<file path="config.mk">
export PLATFORM = sky130hd
export DESIGN_NAME = bus_arbiter
export DESIGN_NICKNAME = d
export VERILOG_FILES = /design/src/rtl/cache_pkg.sv /design/src/rtl/bus_arbiter.sv
export SDC_FILE = /design/constraint.sdc
export NUM_CORES = 1
export LEC_CHECK = 0
export BUFFER_PORTS_ARGS = -buffer_cell sky130_fd_sc_hd__buf_2
export CORE_AREA = 5 5 113 115
export DETAILED_ROUTE_END_ITERATION = 10
export DIE_AREA = 0 0 118 120
export PLACE_DENSITY = 0.44
export RECOVER_POWER = 100
export SLEW_MARGIN = 10
export SYNTH_ARGS = -nofsm -noshare
export SYNTH_HDL_FRONTEND = slang
export SYNTH_SLANG_ARGS = --single-unit
</file>
<file path="constraint.sdc">
create_clock -name CLK -period 1.9 [get_ports CLK]
set_input_delay 0.285 -clock CLK [delete_from_list [all_inputs] [get_ports CLK]]
set_output_delay 0.285 -clock CLK [all_outputs]
set_load 0.01 [all_outputs]
</file>
<file path="src/rtl/cache_pkg.sv">
package cache_pkg;

    // bus and cache geometry
    localparam int WORD_SIZE    = 32;
    localparam int BLOCK_SIZE   = 2;   // words per block
    localparam int ASSOC        = 2;   // frames per set
    localparam int N_SETS       = 16;

    localparam int N_SET_BITS   = $clog2(N_SETS);
    localparam int N_BLOCK_BITS = $clog2(BLOCK_SIZE);
    localparam int N_TAG_BITS   = WORD_SIZE - N_SET_BITS - N_BLOCK_BITS - 2;

    // everything at or above this goes straight to memory
    localparam logic [WORD_SIZE-1:0] NONCACHE_START_ADDR = 32'h8000_0000;

    // backing memory
    localparam int MEM_DEPTH       = 1024;
    localparam int MEM_WAIT_CYCLES = 2;

    typedef logic [WORD_SIZE-1:0] word_t;

    // lookup view of a byte address
    typedef struct packed {
        logic [N_TAG_BITS-1:0]   tag;
        logic [N_SET_BITS-1:0]   set_idx;
        logic [N_BLOCK_BITS-1:0] blk;      // word within block
        logic [1:0]              byte_off;
    } cache_addr_t;

    // raw word for memory and range check, fields for the tag lookup
    typedef union packed {
        word_t       raw;
        cache_addr_t f;
    } addr_u;

    // requester side of any bus, processor or memory
    typedef struct packed {
        logic  ren;
        logic  wen;
        addr_u addr;
        word_t wdata;
    } bus_req_t;

    typedef struct packed {
        logic  busy;   // high until the access completes
        word_t rdata;
    } bus_rsp_t;

endpackage
</file>
<file path="src/rtl/bus_arbiter.sv">
`timescale 1ns/100ps

module bus_arbiter (
    input  logic                CLK,
    input  logic                nRST,
    input  cache_pkg::bus_req_t req0,
    input  cache_pkg::bus_req_t req1,
    output cache_pkg::bus_rsp_t rsp0,
    output cache_pkg::bus_rsp_t rsp1,
    output cache_pkg::bus_req_t mem_req,
    input  cache_pkg::bus_rsp_t mem_rsp
);

    logic strobe0, strobe1;
    logic owner, active, last_grant;
    logic keep, grant, grant_valid;

    assign strobe0 = req0.ren | req0.wen;
    assign strobe1 = req1.ren | req1.wen;

    // current owner keeps the bus for as long as it holds a strobe
    assign keep = active && (owner ? strobe1 : strobe0);

    always_comb begin
        grant       = owner;
        grant_valid = 1'b1;
        if (keep) begin
            grant = owner;
        end else if (strobe0 && strobe1) begin
            grant = ~last_grant;   // round robin
        end else if (strobe0) begin
            grant = 1'b0;
        end else if (strobe1) begin
            grant = 1'b1;
        end else begin
            grant_valid = 1'b0;
        end
    end

    always_ff @(posedge CLK, negedge nRST) begin
        if (!nRST) begin
            owner      <= 1'b0;
            active     <= 1'b0;
            last_grant <= 1'b1;   // first contest goes to req0
        end else begin
            active <= grant_valid;
            if (grant_valid) owner <= grant;
            if (grant_valid && !keep) last_grant <= grant;
        end
    end

    assign mem_req = !grant_valid ? '0 : (grant ? req1 : req0);

    // loser sees busy high
    assign rsp0.rdata = mem_rsp.rdata;
    assign rsp0.busy  = mem_rsp.busy | ~grant_valid | grant;
    assign rsp1.rdata = mem_rsp.rdata;
    assign rsp1.busy  = mem_rsp.busy | ~grant_valid | ~grant;

endmodule

</file>
Yosys cells after proc, flatten, opt, wreduce, memory -nomap -nowiden
Cells that the tools add are included.
Word-level totals
  flip-flop bits (word level): 3
  bits of input ports: 167
  output and inout bits: 132
  word-level logic and storage cells: 26
Operators by class
  multiplexer cells: 11
  bitwise operators: 8
  reduce and logical (&&, ||, !) cells: 4
Operator list (number)
  66-bit two-way mux: 2
  1-bit two-way mux: 9
  1-bit OR: 5
  1-bit logical AND: 3
  1-bit NOT: 3
  1-bit logical NOT: 1

Longest topological paths before layout
  word-level depth: 8
  gate-level depth with buffers: 6
  depth with buffers taken out: 3

Worst setup path before layout
Ideal clock, no wire load.
  kind: register to output
  start: register last_grant
  end: output port mem_req[16] (netlist bit)
  data arrival time: 1.364 ns
  data required time: 1.615 ns
  slack: 0.251 ns
  stages on the path, launching flop included: 6
  path buffers: 2
  cell sequence: dfstp_2 nand2b_4 a21o_1 buf_6 buf_6 a32o_1
RTL lines
  start, declared: RTL line bus_arbiter.sv:15  | logic owner, active, last_grant;
  start signal, assigned: RTL line bus_arbiter.sv:48  | if (grant_valid && !keep) last_grant <= grant;
  end, declared: RTL line bus_arbiter.sv:10  | output cache_pkg::bus_req_t mem_req,

==> summary.md <==
| Metric | Value |
|---|---|
| Status | finished, violations left |
| Failing checks | negative setup slack |
| Clock Sink Count | 3 |
| Largest net degree at the start of global routing | 45 |
| # DRC | 0 |
| Clk pwr share | 22.7% |
| CTS Root Cell | clkbuf_16 |
| Via count | 2,081 |
| CTS Buf Count | 3 |
| Pleak | 1.24 nW |
| Fin nets | 479 |
| Routability Congestion | 0.757 |
| Hold Violations, Final | 0 |
| TritonCTS clock tree | built |
| Peak supply drop | 0.386 mV |
| Count of final setup violators | 66 |
| Clock skew | 0.00183 ns |
| Startpoint types | flop |
| Routed vias/inst | 4.54 |
| Cell Rows | 40 |
| Min-Delay Path Depth | 3 |
| Critical path class | flop to output pin |
| Hpwl dp | 5830 um |
| Sw frac | 39.4% |
| Crit-path slowest cell | dfstp_2 |
| Iteration-0 DRC Markers | 61 |
| Num ports | 299 |
| R2R cell count | 4 |
| CP delay by family, top | compound AO/OA/AOI/OAI gates |
| Tot Pwr | 0.00151 W |
| ANT cells | 0 |
| Syn_nets | 342 |
| DR WL/cell | 18.2 um |
| Hold Slack | 0.352 ns |
| Die ar. | 14,200 sq um |
| Synth area leaders | a32o_1, buf_4, buf_6 |
| FFs w/ async S/R, synth | 100% |
| CTS Buffer Depth | 2 |
| Worst endpoint data arrival time | 1.75 ns |
| Crit path cell chain | nand2b_4 -> a21o_4 -> buf_16 -> a32o_1 -> buf_2 |
| First-pass GRT wire length | 11,600 um |
| Synth Warn # | 0 |
| Most frequent cells in the layout | buf_2, a32o_1, buf_4, buf_6, a32o_2 |
| Horiz. Die Dim | 118 um |
| Worst Tran Pin Value | 0.470 ns |
| Final slew viol count | 0 |
| EDFF count, synth | 0 |
| Sw power | 0.000594 W |
| Post-route ant nets | 0 |
| Share of the synthesized area in the top cell type | 41.7% |
| Starting Density | 13.1% |
| Internal power | 0.000912 W |
| Stages on worst setup path | 5 |
| Routed wire length | 8330 um |
| Setup crit end kind | output pin |
| Number of register bits inferred by synthesis | 3 |
| HP Start | req1[65] |
| H-tree depth | 1 |
| Router iterations before antenna repair | 5 |
| Clock-pin slew on the worst setup and hold paths | 0.03 ns |
| Crit path launch | last_grant |
| Total gr overflow | 0 |
| Max Cap Violations | 0 |
| Min setup slack post-route | -0.131 ns |
| Period Utilization, post-route | 107% |
| Synth Instances | 175 |
| Port Buffers | 202 |
| Crit path required time | 1.62 ns |
| Most common cell after layout, fill and taps aside | buf_2 |
| Core ar. | 11,700 sq um |
| Synth cell types | 24 |
| Sequential share of the synthesized area | 4.96% |
| Crit path buf inv count | 2 |
| Die height | 120 um |
| Initial antenna violation count | 1 |
| Mean Syn Cell Area | 8.79 sq um |
| Sequential power share | 5.7% |
| P&R area growth vs syn | 59.1% |
| Comb pwr share | 71.6% |
| Crit path max fanout | 16 |
| Layout cell share with drive strength beyond 1 | 74.3% |
| Number of global-route vias before repair | 2,083 |
| Mapped Area | 1540 sq um |
| Leading area contributor after synthesis | a32o_1 |
| Tmin final | 2.03 ns |
| CP peak stage delay | 0.55 ns |
| Max Clk Rate | 0.492 GHz |
| RR Startpoint | last_grant |
| Tot GR Track Use | 10.1% |
| Power per cell area | 616 nW/um^2 |
| Unrepaired setup endpoints after global routing | true |
| Primary FF master, synth | dfrtp_1 |
| Hold WC Path Type | input pin to flop |
| Clk_lat worst skew | 0.23 ns |
| Rel. slew slack | 68.7% |
==> path summary, 6_finish.rpt <==
| check | endpoint | slack [ns] |
|---|---|---|
| hold / removal | active | 0.35 |
| setup / recovery | mem_req[52] | -0.13 |
| max in group asynchronous | last_grant | 1.26 |
| setup reg to reg | owner | 0.77 |
| min in group asynchronous | owner | 0.41 |
| hold reg to reg | last_grant | 0.50 |
==> routing by layer <==
layer	share of wire (%)	vias to the layer above	global-route usage, %
met3	10	25	2.59
met5	0.16	-	0
met1	38	973	12.0
met2	50	148	17.9
li1	-	933	-
met4	1.7	2	3.01
==> cells by family (layout without fill, tap and decap cells) <==
kind of cell / after synthesis / count (layout) / share of synthesized area, %
AO/OA/AOI/OAI: 74 / 74 / 47.1
buffers and inverters: 86 / 222 / 43.0
flip-flops: 3 / 3 / 4.96
AND/OR/NAND/NOR: 12 / 12 / 4.88
==> worst reg2reg max path, cell delays in order (launching register included) <==
cell and delay, ns:
dfstp_2 0.55, nand2b_4 0.08, buf_4 0.14, a21oi_1 0.18, nor2_1 0.07
==> registers in the layout, indices dropped and copies added, names as in the netlist <==
signal / cells
owner: 1
active: 1
last_grant: 1
==> Yosys cell counts, types with 2 or more instances <==
cell,n
or3_1,2
buf_6,11
a22o_1,2
clkbuf_1,2
a21oi_1,2
nor2_1,2
buf_2,7
buf_4,66
a32o_1,64
nand3_1,2
dfrtp_1,2
==> layout make-up <==
| cell class | count | area, sq um |
|---|---|---|
| fillers | 1297 | 9270 |
| repair buffers | 218 | 1290 |
| multi-input cells | 86 | 816 |
| well taps | 147 | 184 |
| clock buffers | 4 | 78.8 |
| flip-flops and latches | 3 | 77.6 |
==> per-stage QoR <==
stage	utilization, %	area, sq um	std cells	TNS (ns)	setup WS, ns
after floorplan	-	1540	175	0	0.251
after global placement	18.3	2140	444	-0.0909	-0.0909
after detailed placement	18.3	2140	444	-0.0900	-0.0900
after CTS	20.4	2380	455	-8.34	-0.158
after global routing	20.9	2450	458	-10.06	-0.188
final	20.9	2450	458	-6.89	-0.131
==> power by group through the flow <==
stage	Clock, W	Sequential (W)	Combinational [W]
2_1_floorplan	0	0.0000851	0.000686
3_3_place_gp	0	0.0000864	0.000899
3_5_place_dp	0	0.0000872	0.000910
4_1_cts	0.000348	0.0000857	0.00106
5_1_grt	0.000356	0.0000873	0.00117
6_report	0.000343	0.0000858	0.00108
==> what timing repair did <==
item,4_1_cts,5_1_grt
pin swaps,15,13
cloned,4,2
setup buffers,2,1
setup endpoints to repair,66,66
hold buffers,1,0
resized for setup,11,6
hold endpoints to repair,2,0
Power figures use the tool's default switching activity.
