`src/rtl/cache_pkg.sv`:
```
package cache_pkg;

    // bus and cache geometry
    localparam int WORD_SIZE    = 32;
    localparam int BLOCK_SIZE   = 2;   // words per block
    localparam int ASSOC        = 2;   // frames per set
    localparam int N_SETS       = 16;

    localparam int N_SET_BITS   = $clog2(N_SETS);
    localparam int N_BLOCK_BITS = $clog2(BLOCK_SIZE);
    localparam int N_TAG_BITS   = WORD_SIZE - N_SET_BITS - N_BLOCK_BITS - 2;

    // everything at or above this goes straight to memory
    localparam logic [WORD_SIZE-1:0] NONCACHE_START_ADDR = 32'h8000_0000;

    // backing memory
    localparam int MEM_DEPTH       = 1024;
    localparam int MEM_WAIT_CYCLES = 2;

    typedef logic [WORD_SIZE-1:0] word_t;

    // lookup view of a byte address
    typedef struct packed {
        logic [N_TAG_BITS-1:0]   tag;
        logic [N_SET_BITS-1:0]   set_idx;
        logic [N_BLOCK_BITS-1:0] blk;      // word within block
        logic [1:0]              byte_off;
    } cache_addr_t;

    // raw word for memory and range check, fields for the tag lookup
    typedef union packed {
        word_t       raw;
        cache_addr_t f;
    } addr_u;

    // requester side of any bus, processor or memory
    typedef struct packed {
        logic  ren;
        logic  wen;
        addr_u addr;
        word_t wdata;
    } bus_req_t;

    typedef struct packed {
        logic  busy;   // high until the access completes
        word_t rdata;
    } bus_rsp_t;

endpackage
```
`src/rtl/l1_cache.sv`:
```
`timescale 1ns/100ps

module l1_cache (
    input  logic                CLK,
    input  logic                nRST,
    input  logic                flush,
    output logic                flush_done,
    input  cache_pkg::bus_req_t proc_req,
    output cache_pkg::bus_rsp_t proc_rsp,
    output cache_pkg::bus_req_t mem_req,
    input  cache_pkg::bus_rsp_t mem_rsp
);

    typedef enum logic [2:0] {
        IDLE, FETCH, WB, FLUSH_SET, FLUSH_FRAME, PASS
    } state_t;

    state_t state, next_state;

    // frame array, split so only valid/dirty carry a reset
    logic [cache_pkg::ASSOC-1:0]      valid     [cache_pkg::N_SETS];
    logic [cache_pkg::ASSOC-1:0]      dirty     [cache_pkg::N_SETS];
    logic [cache_pkg::N_TAG_BITS-1:0] tag_arr   [cache_pkg::N_SETS][cache_pkg::ASSOC];
    cache_pkg::word_t                 data_arr  [cache_pkg::N_SETS][cache_pkg::ASSOC]
                                                [cache_pkg::BLOCK_SIZE];
    logic [cache_pkg::N_SETS-1:0]     last_used;

    logic [cache_pkg::N_BLOCK_BITS-1:0] word_cnt;
    logic                               frame_cnt;
    logic [cache_pkg::N_SET_BITS-1:0]   set_cnt;

    cache_pkg::addr_u a;
    logic strobe, pass_through, hit, hit_way, victim;
    logic mem_ack, last_word, cur_dirty, last_slot;
    logic hit_acc, hit_wr, fill_we, fill_last, flush_wb_last;

    assign a            = proc_req.addr;
    assign strobe       = proc_req.ren | proc_req.wen;
    assign pass_through = a.raw >= cache_pkg::NONCACHE_START_ADDR;
    assign victim       = ~last_used[a.f.set_idx];   // frame not used last

    always_comb begin
        hit     = 1'b0;
        hit_way = 1'b0;
        for (int w = 0; w < cache_pkg::ASSOC; w++) begin
            if (valid[a.f.set_idx][w] && tag_arr[a.f.set_idx][w] == a.f.tag) begin
                hit     = 1'b1;
                hit_way = w[0];
            end
        end
        hit = hit & ~pass_through;
    end

    assign mem_ack   = ~mem_rsp.busy & (mem_req.ren | mem_req.wen);
    assign last_word = &word_cnt;
    assign cur_dirty = dirty[set_cnt][frame_cnt];
    assign last_slot = frame_cnt & (&set_cnt);   // last frame of last set

    assign hit_acc       = (state == IDLE) && strobe && hit;
    assign hit_wr        = hit_acc && proc_req.wen;
    assign fill_we       = (state == FETCH) && mem_ack;
    assign fill_last     = fill_we && last_word;
    assign flush_wb_last = (state == FLUSH_FRAME) && mem_ack && last_word;

    // bus outputs
    always_comb begin
        proc_rsp   = '{busy: 1'b1, rdata: '0};
        mem_req    = '0;
        flush_done = 1'b0;
        case (state)
            IDLE: begin
                if (hit_acc) begin
                    proc_rsp.busy  = 1'b0;
                    proc_rsp.rdata = data_arr[a.f.set_idx][hit_way][a.f.blk];
                end
            end
            FETCH: begin
                mem_req.ren    = 1'b1;
                mem_req.addr.f = '{tag: a.f.tag, set_idx: a.f.set_idx,
                                   blk: word_cnt, byte_off: 2'b00};
            end
            WB: begin
                mem_req.wen    = 1'b1;
                mem_req.addr.f = '{tag: tag_arr[a.f.set_idx][victim], set_idx: a.f.set_idx,
                                   blk: word_cnt, byte_off: 2'b00};
                mem_req.wdata  = data_arr[a.f.set_idx][victim][word_cnt];
            end
            FLUSH_SET: begin
                flush_done = ~cur_dirty & last_slot;
            end
            FLUSH_FRAME: begin
                // address rebuilt from stored tag and walk position
                mem_req.wen    = 1'b1;
                mem_req.addr.f = '{tag: tag_arr[set_cnt][frame_cnt], set_idx: set_cnt,
                                   blk: word_cnt, byte_off: 2'b00};
                mem_req.wdata  = data_arr[set_cnt][frame_cnt][word_cnt];
            end
            PASS: begin
                mem_req  = proc_req;
                proc_rsp = mem_rsp;
            end
            default: ;
        endcase
    end

    always_comb begin
        next_state = state;
        case (state)
            IDLE: begin
                if (strobe && pass_through) begin
                    next_state = PASS;
                end else if (strobe && !hit) begin
                    next_state = dirty[a.f.set_idx][victim] ? WB : FETCH;
                end else if (!strobe && flush) begin
                    next_state = FLUSH_SET;
                end
            end
            FETCH:       if (mem_ack && last_word) next_state = IDLE;
            WB:          if (mem_ack && last_word) next_state = FETCH;
            FLUSH_SET: begin
                if (cur_dirty) begin
                    next_state = FLUSH_FRAME;
                end else if (last_slot) begin
                    next_state = IDLE;
                end
            end
            FLUSH_FRAME: if (flush_wb_last) next_state = FLUSH_SET;
            PASS:        if (!mem_rsp.busy) next_state = IDLE;
            default:     next_state = IDLE;
        endcase
    end

    always_ff @(posedge CLK, negedge nRST) begin
        if (!nRST) begin
            state     <= IDLE;
            word_cnt  <= '0;
            frame_cnt <= 1'b0;
            set_cnt   <= '0;
            valid     <= '{default: '0};
            dirty     <= '{default: '0};
            last_used <= '0;
        end else begin
            state <= next_state;
            if (mem_ack && state != PASS) begin
                word_cnt <= word_cnt + 1'b1;   // wraps after the last word
            end
            if (hit_acc) begin
                last_used[a.f.set_idx] <= hit_way;
            end
            if (hit_wr) begin
                dirty[a.f.set_idx][hit_way] <= 1'b1;
            end
            if (fill_last) begin
                valid[a.f.set_idx][victim] <= 1'b1;
                dirty[a.f.set_idx][victim] <= 1'b0;
            end
            if (flush_wb_last) begin
                dirty[set_cnt][frame_cnt] <= 1'b0;
            end
            // flush walk position
            if (state == IDLE && next_state == FLUSH_SET) begin
                set_cnt   <= '0;
                frame_cnt <= 1'b0;
            end else if (state == FLUSH_SET && !cur_dirty) begin
                frame_cnt <= ~frame_cnt;
                if (frame_cnt) set_cnt <= set_cnt + 1'b1;
            end
        end
    end

    always_ff @(posedge CLK) begin
        if (hit_wr) begin
            data_arr[a.f.set_idx][hit_way][a.f.blk] <= proc_req.wdata;
        end
        if (fill_we) begin
            data_arr[a.f.set_idx][victim][word_cnt] <= mem_rsp.rdata;
        end
        if (fill_last) begin
            tag_arr[a.f.set_idx][victim] <= a.f.tag;
        end
    end

endmodule

```
`config.mk`:
```
export PLATFORM = sky130hd
export DESIGN_NAME = l1_cache
export DESIGN_NICKNAME = d
export VERILOG_FILES = /design/src/rtl/cache_pkg.sv /design/src/rtl/l1_cache.sv
export SDC_FILE = /design/constraint.sdc
export NUM_CORES = 2
export LEC_CHECK = 0
export ABC_AREA = 0
export BUFFER_PORTS_ARGS = -buffer_cell sky130_fd_sc_hd__buf_2
export CORE_MARGIN = 2
export CORE_UTILIZATION = 41
export CTS_CLUSTER_DIAMETER = 120
export DETAILED_ROUTE_END_ITERATION = 12
export PLACE_DENSITY = 0.69
export SLEW_MARGIN = 0
export SYNTH_ARGS = -nofsm -noshare
export SYNTH_HDL_FRONTEND = slang
export SYNTH_SLANG_ARGS = --single-unit
```
`constraint.sdc`:
```
create_clock -name CLK -period 4.5 [get_ports CLK]
set_input_delay 0.45 -clock CLK [delete_from_list [all_inputs] [get_ports CLK]]
set_output_delay 0.45 -clock CLK [all_outputs]
set_load 0.005 [all_outputs]
```
**Word level (Yosys, flattened, before mapping)**

Memory sizes are Yosys's and may differ from the RTL's.
Cells that the tools add are included.

- Bits in registers: 89
- Bits in writable memories: 2,848
- Bits of input ports: 102
- Output and inout port bits: 100
- Logic and storage cells: 486
- Memories kept: 2

Memory list:

| memory | depth | width | read ports | clocked after memory_dff | wr ports | RTL line | text |
|---|---|---|---|---|---|---|---|
| data_arr | 16 | 128 | 2 | 0 | 1 | l1_cache.sv:24 | `cache_pkg::word_t data_arr [cache_pkg::N_SETS][cache_pkg::ASSOC]` |
| tag_arr | 16 | 50 | 2 | 0 | 1 | l1_cache.sv:23 | `logic [cache_pkg::N_TAG_BITS-1:0] tag_arr [cache_pkg::N_SETS][cache_pkg::ASSOC];` |

- Add/subtract/negate cells: 2
- $lt $le $gt $ge: 22
- Eq/ne operators: 9
- Multiplexer cells: 227
- Bitwise gates (word level): 152
- Reduce and logical (&&, ||, !) cells: 35

Operators with widths:

| cell | count |
|---|---|
| 2-to-1 mux 64 bit | 11 |
| 2-to-1 mux 32 bit | 14 |
| 2-to-1 mux 128 bit | 2 |
| 2-to-1 mux 25 bit | 7 |
| 2-to-1 mux 1 bit | 146 |
| bitwise OR 1 bit | 130 |
| demux 64 bit (select 1 bit) | 2 |
| one-hot mux 32 bit (4 select lines) | 1 |
| one-hot mux 32 bit (3 select lines) | 1 |
| one-hot mux 33 bit (2 select lines) | 1 |
| bitwise AND 32 bit | 2 |
| demux 32 bit (select 1 bit) | 2 |
| NOT 32 bit | 2 |
| bitwise OR 32 bit | 2 |
| == test 25 bit | 2 |
| 2-to-1 mux 50 bit | 1 |
| 2-to-1 mux 33 bit | 1 |
| >= comparator 32 bit, second input constant | 1 |
| 2-to-1 mux 3 bit | 9 |
| logical AND 1 bit | 26 |
| demux 25 bit (select 1 bit) | 1 |
| binary-select mux 2 bit (select 4 bit) | 3 |
| demux 2 bit (select 4 bit) | 3 |
| 2-to-1 mux 2 bit | 10 |
| 31 further kinds | 67 |

**Logic depth before layout (Yosys ltp)**

- Word-level depth: 18
- Gate-level depth with buffers: 18
- Gate-level depth less buffers: 9

**Worst setup path after synthesis**

No wires, ideal clock.

- Path type: in2reg
- From: in proc_req[35] (netlist bit)
- To: mem data_arr[0][100] (netlist bit), enable pin
- Setup time: 0.421 ns
- Arrival: 5.069 ns
- Data required time: 4.079 ns
- Path slack: -0.990 ns
- Cell stages on the path: 16
- Path buffers: 7
- Path through: buf_6 buf_6 buf_6 buf_6 buf_6 buf_6 mux2_1 a32oi_1 o21ai_0 a2111oi_2 o22ai_1 or3_4 nor4_4 a31oi_4 buf_2 nor2_1

- Longest elaborated chain between the ends: 13

Ends and longest elaborated chain:

| element | RTL line | text |
|---|---|---|
| from (decl) | l1_cache.sv:8 | `input cache_pkg::bus_req_t proc_req,` |
| parallel branches: the longest is 13 deep, another holds memory read (16 x 50 bit) | n/a |  |
| to (decl) | l1_cache.sv:24 |  |

Several ways; the timed one is not identified. The select of a mux whose other input is x is not followed.

==> impl_metrics.toml <==
[run_status]
status = "finished, violations left"
violations = "negative setup slack"

[yosys]
synth_cell_types = 86
syn_avg_cell_area_um2 = 19.9
synth_edf_count = 2848
synthesis.area_um2 = 143000
ys_ff_latch = 2937
synth-main-ff-cell = "edfxtp_1"
synthTopCellsByArea = "edfxtp_1 60%, mux4_2 28%, dfrtp_1 1.6%, mux2i_1 1.5%, nand2_1 1.2%"
seq_area_frac_synth_pct = 61.5
ys_warn_count = 0
yosysMostFrequentCell = "edfxtp_1"
syn_nets = 7293
synth_top_cell_by_area = "edfxtp_1"
synth.top_cell.area_share_pct = 59.9
synth_commonest_cells = "2848 x edfxtp_1, 1785 x mux4_2, 463 x nand2_1, 355 x clkbuf_1, 209 x mux2i_1"
synthArstFlopShare_pct = 3.03
syn_inst = 7187

[min_path]
whs_path_depth = 4
holdPathEnd = "state[0]"
worstHoldPathType = "in2reg"
min_from = "flush"

[layout]
syn_to_final_growth_pct = 23.6
fillCellCount = 26753
nets = 8466
fin_util_pct = 51.0
finalInstanceArea_um2 = 176000
drive_above_1_share_pct = 48.0

[floorplan]
num_rows = 216
fp.dieH_um = 594
num_io_pins = 202
die_w_um = 594
initial_core_util_pct = 41.2
core-area_um2 = 346000
dieArea_um2 = 353000

[clock_network]
numCtsBuffers = 321
tritoncts = "done"
path_clk_slew_ns = 0.06
clockBufferDepth = 4
insertion_delay_ns = 1.03
cts_max_level = 5
root_buffer = "clkbuf_16"
cts.sinks = 2937

[timing]
relSlewSlack_pct = 13.8
tightest_slew_ns = 1.29
period_share_pct = 124
finalSetupViolCount = 597
final.min_clock_period_ns = 5.56
fmax_ghz = 0.180
hold_viol = 0
rsz0062_at_grt = "true"
holdWs_ns = 0.0372
setup_slack_ns = -1.06
slew_violations = 0
setup_tns_ns = -70.79
skew_ns = 0.129

[critical_path]
rr_worst_depth = 15
crit_path_end_kind = "output port"
critPathBufInv = 4
critical_path.cell_chain = "mux4_1 -> nor2_4 -> a221oi_1 -> buf_4 -> xor2_1 -> o41a_1 -> or4_4 -> or3_4 -> buf_16 -> a211oi_2 -> o31ai_4 -> buf_4 -> buf_2"
cpLargestDelayFamily = "simple AND/OR/NAND/NOR gates"
reg2reg_to = "data_arr[7][94]"
cp_slowest_cell = "or4_4"
crit_top_cell = "buf_4"
setup.worst_path.class = "reg2out"
cp.arrival_ns = 5.11
crit_fanout = 16
cp-start-kind = "register"
crit_required_ns = 4.05
reg2reg_setup_slack_ns = -0.17
slowest_delay_ns = 0.72
reg2reg_from = "tag_arr[12][3]"

[routing]
drc_errors = 0
drtIter0Drc = 14721
dr_total_vias = 90399
detail-route-antenna-nets = 0
first_pass_iters = 9
wirelength_um = 510000
met2_wirelength_um = 234000
route.detailed.wl_per_inst_um = 38.6
vias_per_cell = 6.84
top_layer = "met5"
wl_met1_um = 173000
dr_wl_met3_um = 75100

[grt]
grt_max_degree = 123
grtUsageTotal_pct = 28.1
antenna_found_initial = 36
grt_pass1_vias = 90444
overflow = 0
grt_pass1_wl_um = 701000

[place]
dp_hpwl_um = 331000
dpl_cell_area_um2 = 161000
routabilityCongestion = 1.02
place.port_buffers = 201

[power_and_ir_drop]
cellLeakagePower_nw = 57.2
peakVddDrop_v = 0.000391
powerDensity_nw_per_um2 = 491

[flow_run]
cap_viol_max_count = 0
## cell type report
class / instances / area (µm²) / share of cell area [%]
diodes: 13 / 32.5 / 0.0184
clock buffers: 392 / 8340 / 4.73
clock inverters: 197 / 2180 / 1.24
inverters: 57 / 225 / 0.128
multi-input cells: 3594 / 54200 / 30.7
flip-flops and latches: 2937 / 87800 / 49.8
well taps: 4578 / 5730 / 3.25
repair buffers: 1449 / 18000 / 10.2
## cells by family after synthesis
kind of cell | Yosys count | share of synthesized area [%]
DFF | 2937 | 61.5
muxes | 2123 | 30.8
and+or+nand+nor | 883 | 2.77
buffers and inverters | 656 | 2.02
AOI/OAI and AO/OA | 536 | 2.59
xor gates and xnor gates | 48 | 0.295
adders and majority gates | 4 | 0.0351
## worst reg2reg max path: cells and delay by family, from the launching register on
kind,cells,cell delay [ns]
muxes,1,0.57
AOI/OAI and AO/OA,3,0.76
xor gates and xnor gates,1,0.16
and+or+nand+nor,4,1.49
buffers and inverters,6,1.10
DFF,1,0.40
## per-layer routing
| layer | vias to the layer above | GRT usage, % |
|---|---|---|
| met5 | - | 0 |
| met4 | 28 | 12.5 |
| met3 | 1556 | 9.64 |
| met2 | 7551 | 43.2 |
| met1 | 47656 | 36.3 |
| li1 | 33608 | - |
## stage by stage
step           cells  worst slack [ns]  power [W]
2_1_floorplan   7187            -0.346     0.0461
3_3_place_gp   12435            -0.847     0.0559
3_5_place_dp   12435            -0.831     0.0561
4_1_cts        13141            -0.956     0.0855
5_1_grt        13208             -1.07     0.0885
6_report       13217             -1.06     0.0866
## cell usage in the layout (no fill, tap or decap), types with 56 or more instances in the layout
| master | synthesis | routed |
|---|---|---|
| mux2i_1 | 209 | 195 |
| nand2_1 | 463 | 459 |
| nor2_1 | 173 | 72 |
| a21oi_1 | 61 | 59 |
| clkinv_1 | 4 | 56 |
| buf_6 | 11 | 64 |
| nor2_4 | 0 | 100 |
| mux2_2 | 111 | 105 |
| mux4_2 | 1785 | 1787 |
| clkbuf_16 | 0 | 348 |
| buf_2 | 87 | 175 |
| clkbuf_1 | 355 | 68 |
| buf_4 | 25 | 663 |
| o21ai_0 | 89 | 62 |
| buf_16 | 0 | 66 |
| clkinv_2 | 0 | 58 |
| dfrtp_1 | 89 | 82 |
| edfxtp_1 | 2848 | 2848 |
| buf_12 | 7 | 422 |
## registers in the layout, indices dropped and copies added, names as in the netlist
register / cells
valid: 32
tag_arr: 800
frame_cnt: 1
last_word: 1
data_arr: 2048
last_used: 16
state: 3
set_cnt: 4
dirty: 32
## timing repair
action | 4_1_cts | 5_1_grt
buffers inserted | 70 | 45
resized for setup | 385 | 136
cloned | 40 | 29
setup endpoints to repair | 91 | 302
pin swaps | 44 | 37
hold buffers | 11 | 0
endpoints found under the hold margin | 86 | 0
## worst max path at each step
stage                    start       endpoint  slack [ns]  depth (start not counted)
2_1_floorplan     proc_req[36]  tag_arr[3][0]       -0.35                         12
3_3_place_gp      proc_req[38]   proc_rsp[30]       -0.85                         17
3_5_place_dp      proc_req[38]   proc_rsp[14]       -0.83                         17
4_1_cts         tag_arr[13][8]   proc_rsp[15]       -0.96                         12
5_1_grt        tag_arr[12][19]    proc_rsp[5]       -1.07                         11
6_report        tag_arr[12][3]    proc_rsp[5]       -1.06                         13
## power by group
group	total, W	leakage [nW]	internal, W	switching (W)
Clock	0.0267	5.09	0.0151	0.0116
Sequential	0.0314	26.8	0.0309	0.000546
Combinational	0.0285	25.3	0.0142	0.0144
Total	0.0866	57.2	0.0601	0.0265
No activity file was read; power rests on OpenSTA's default activity.
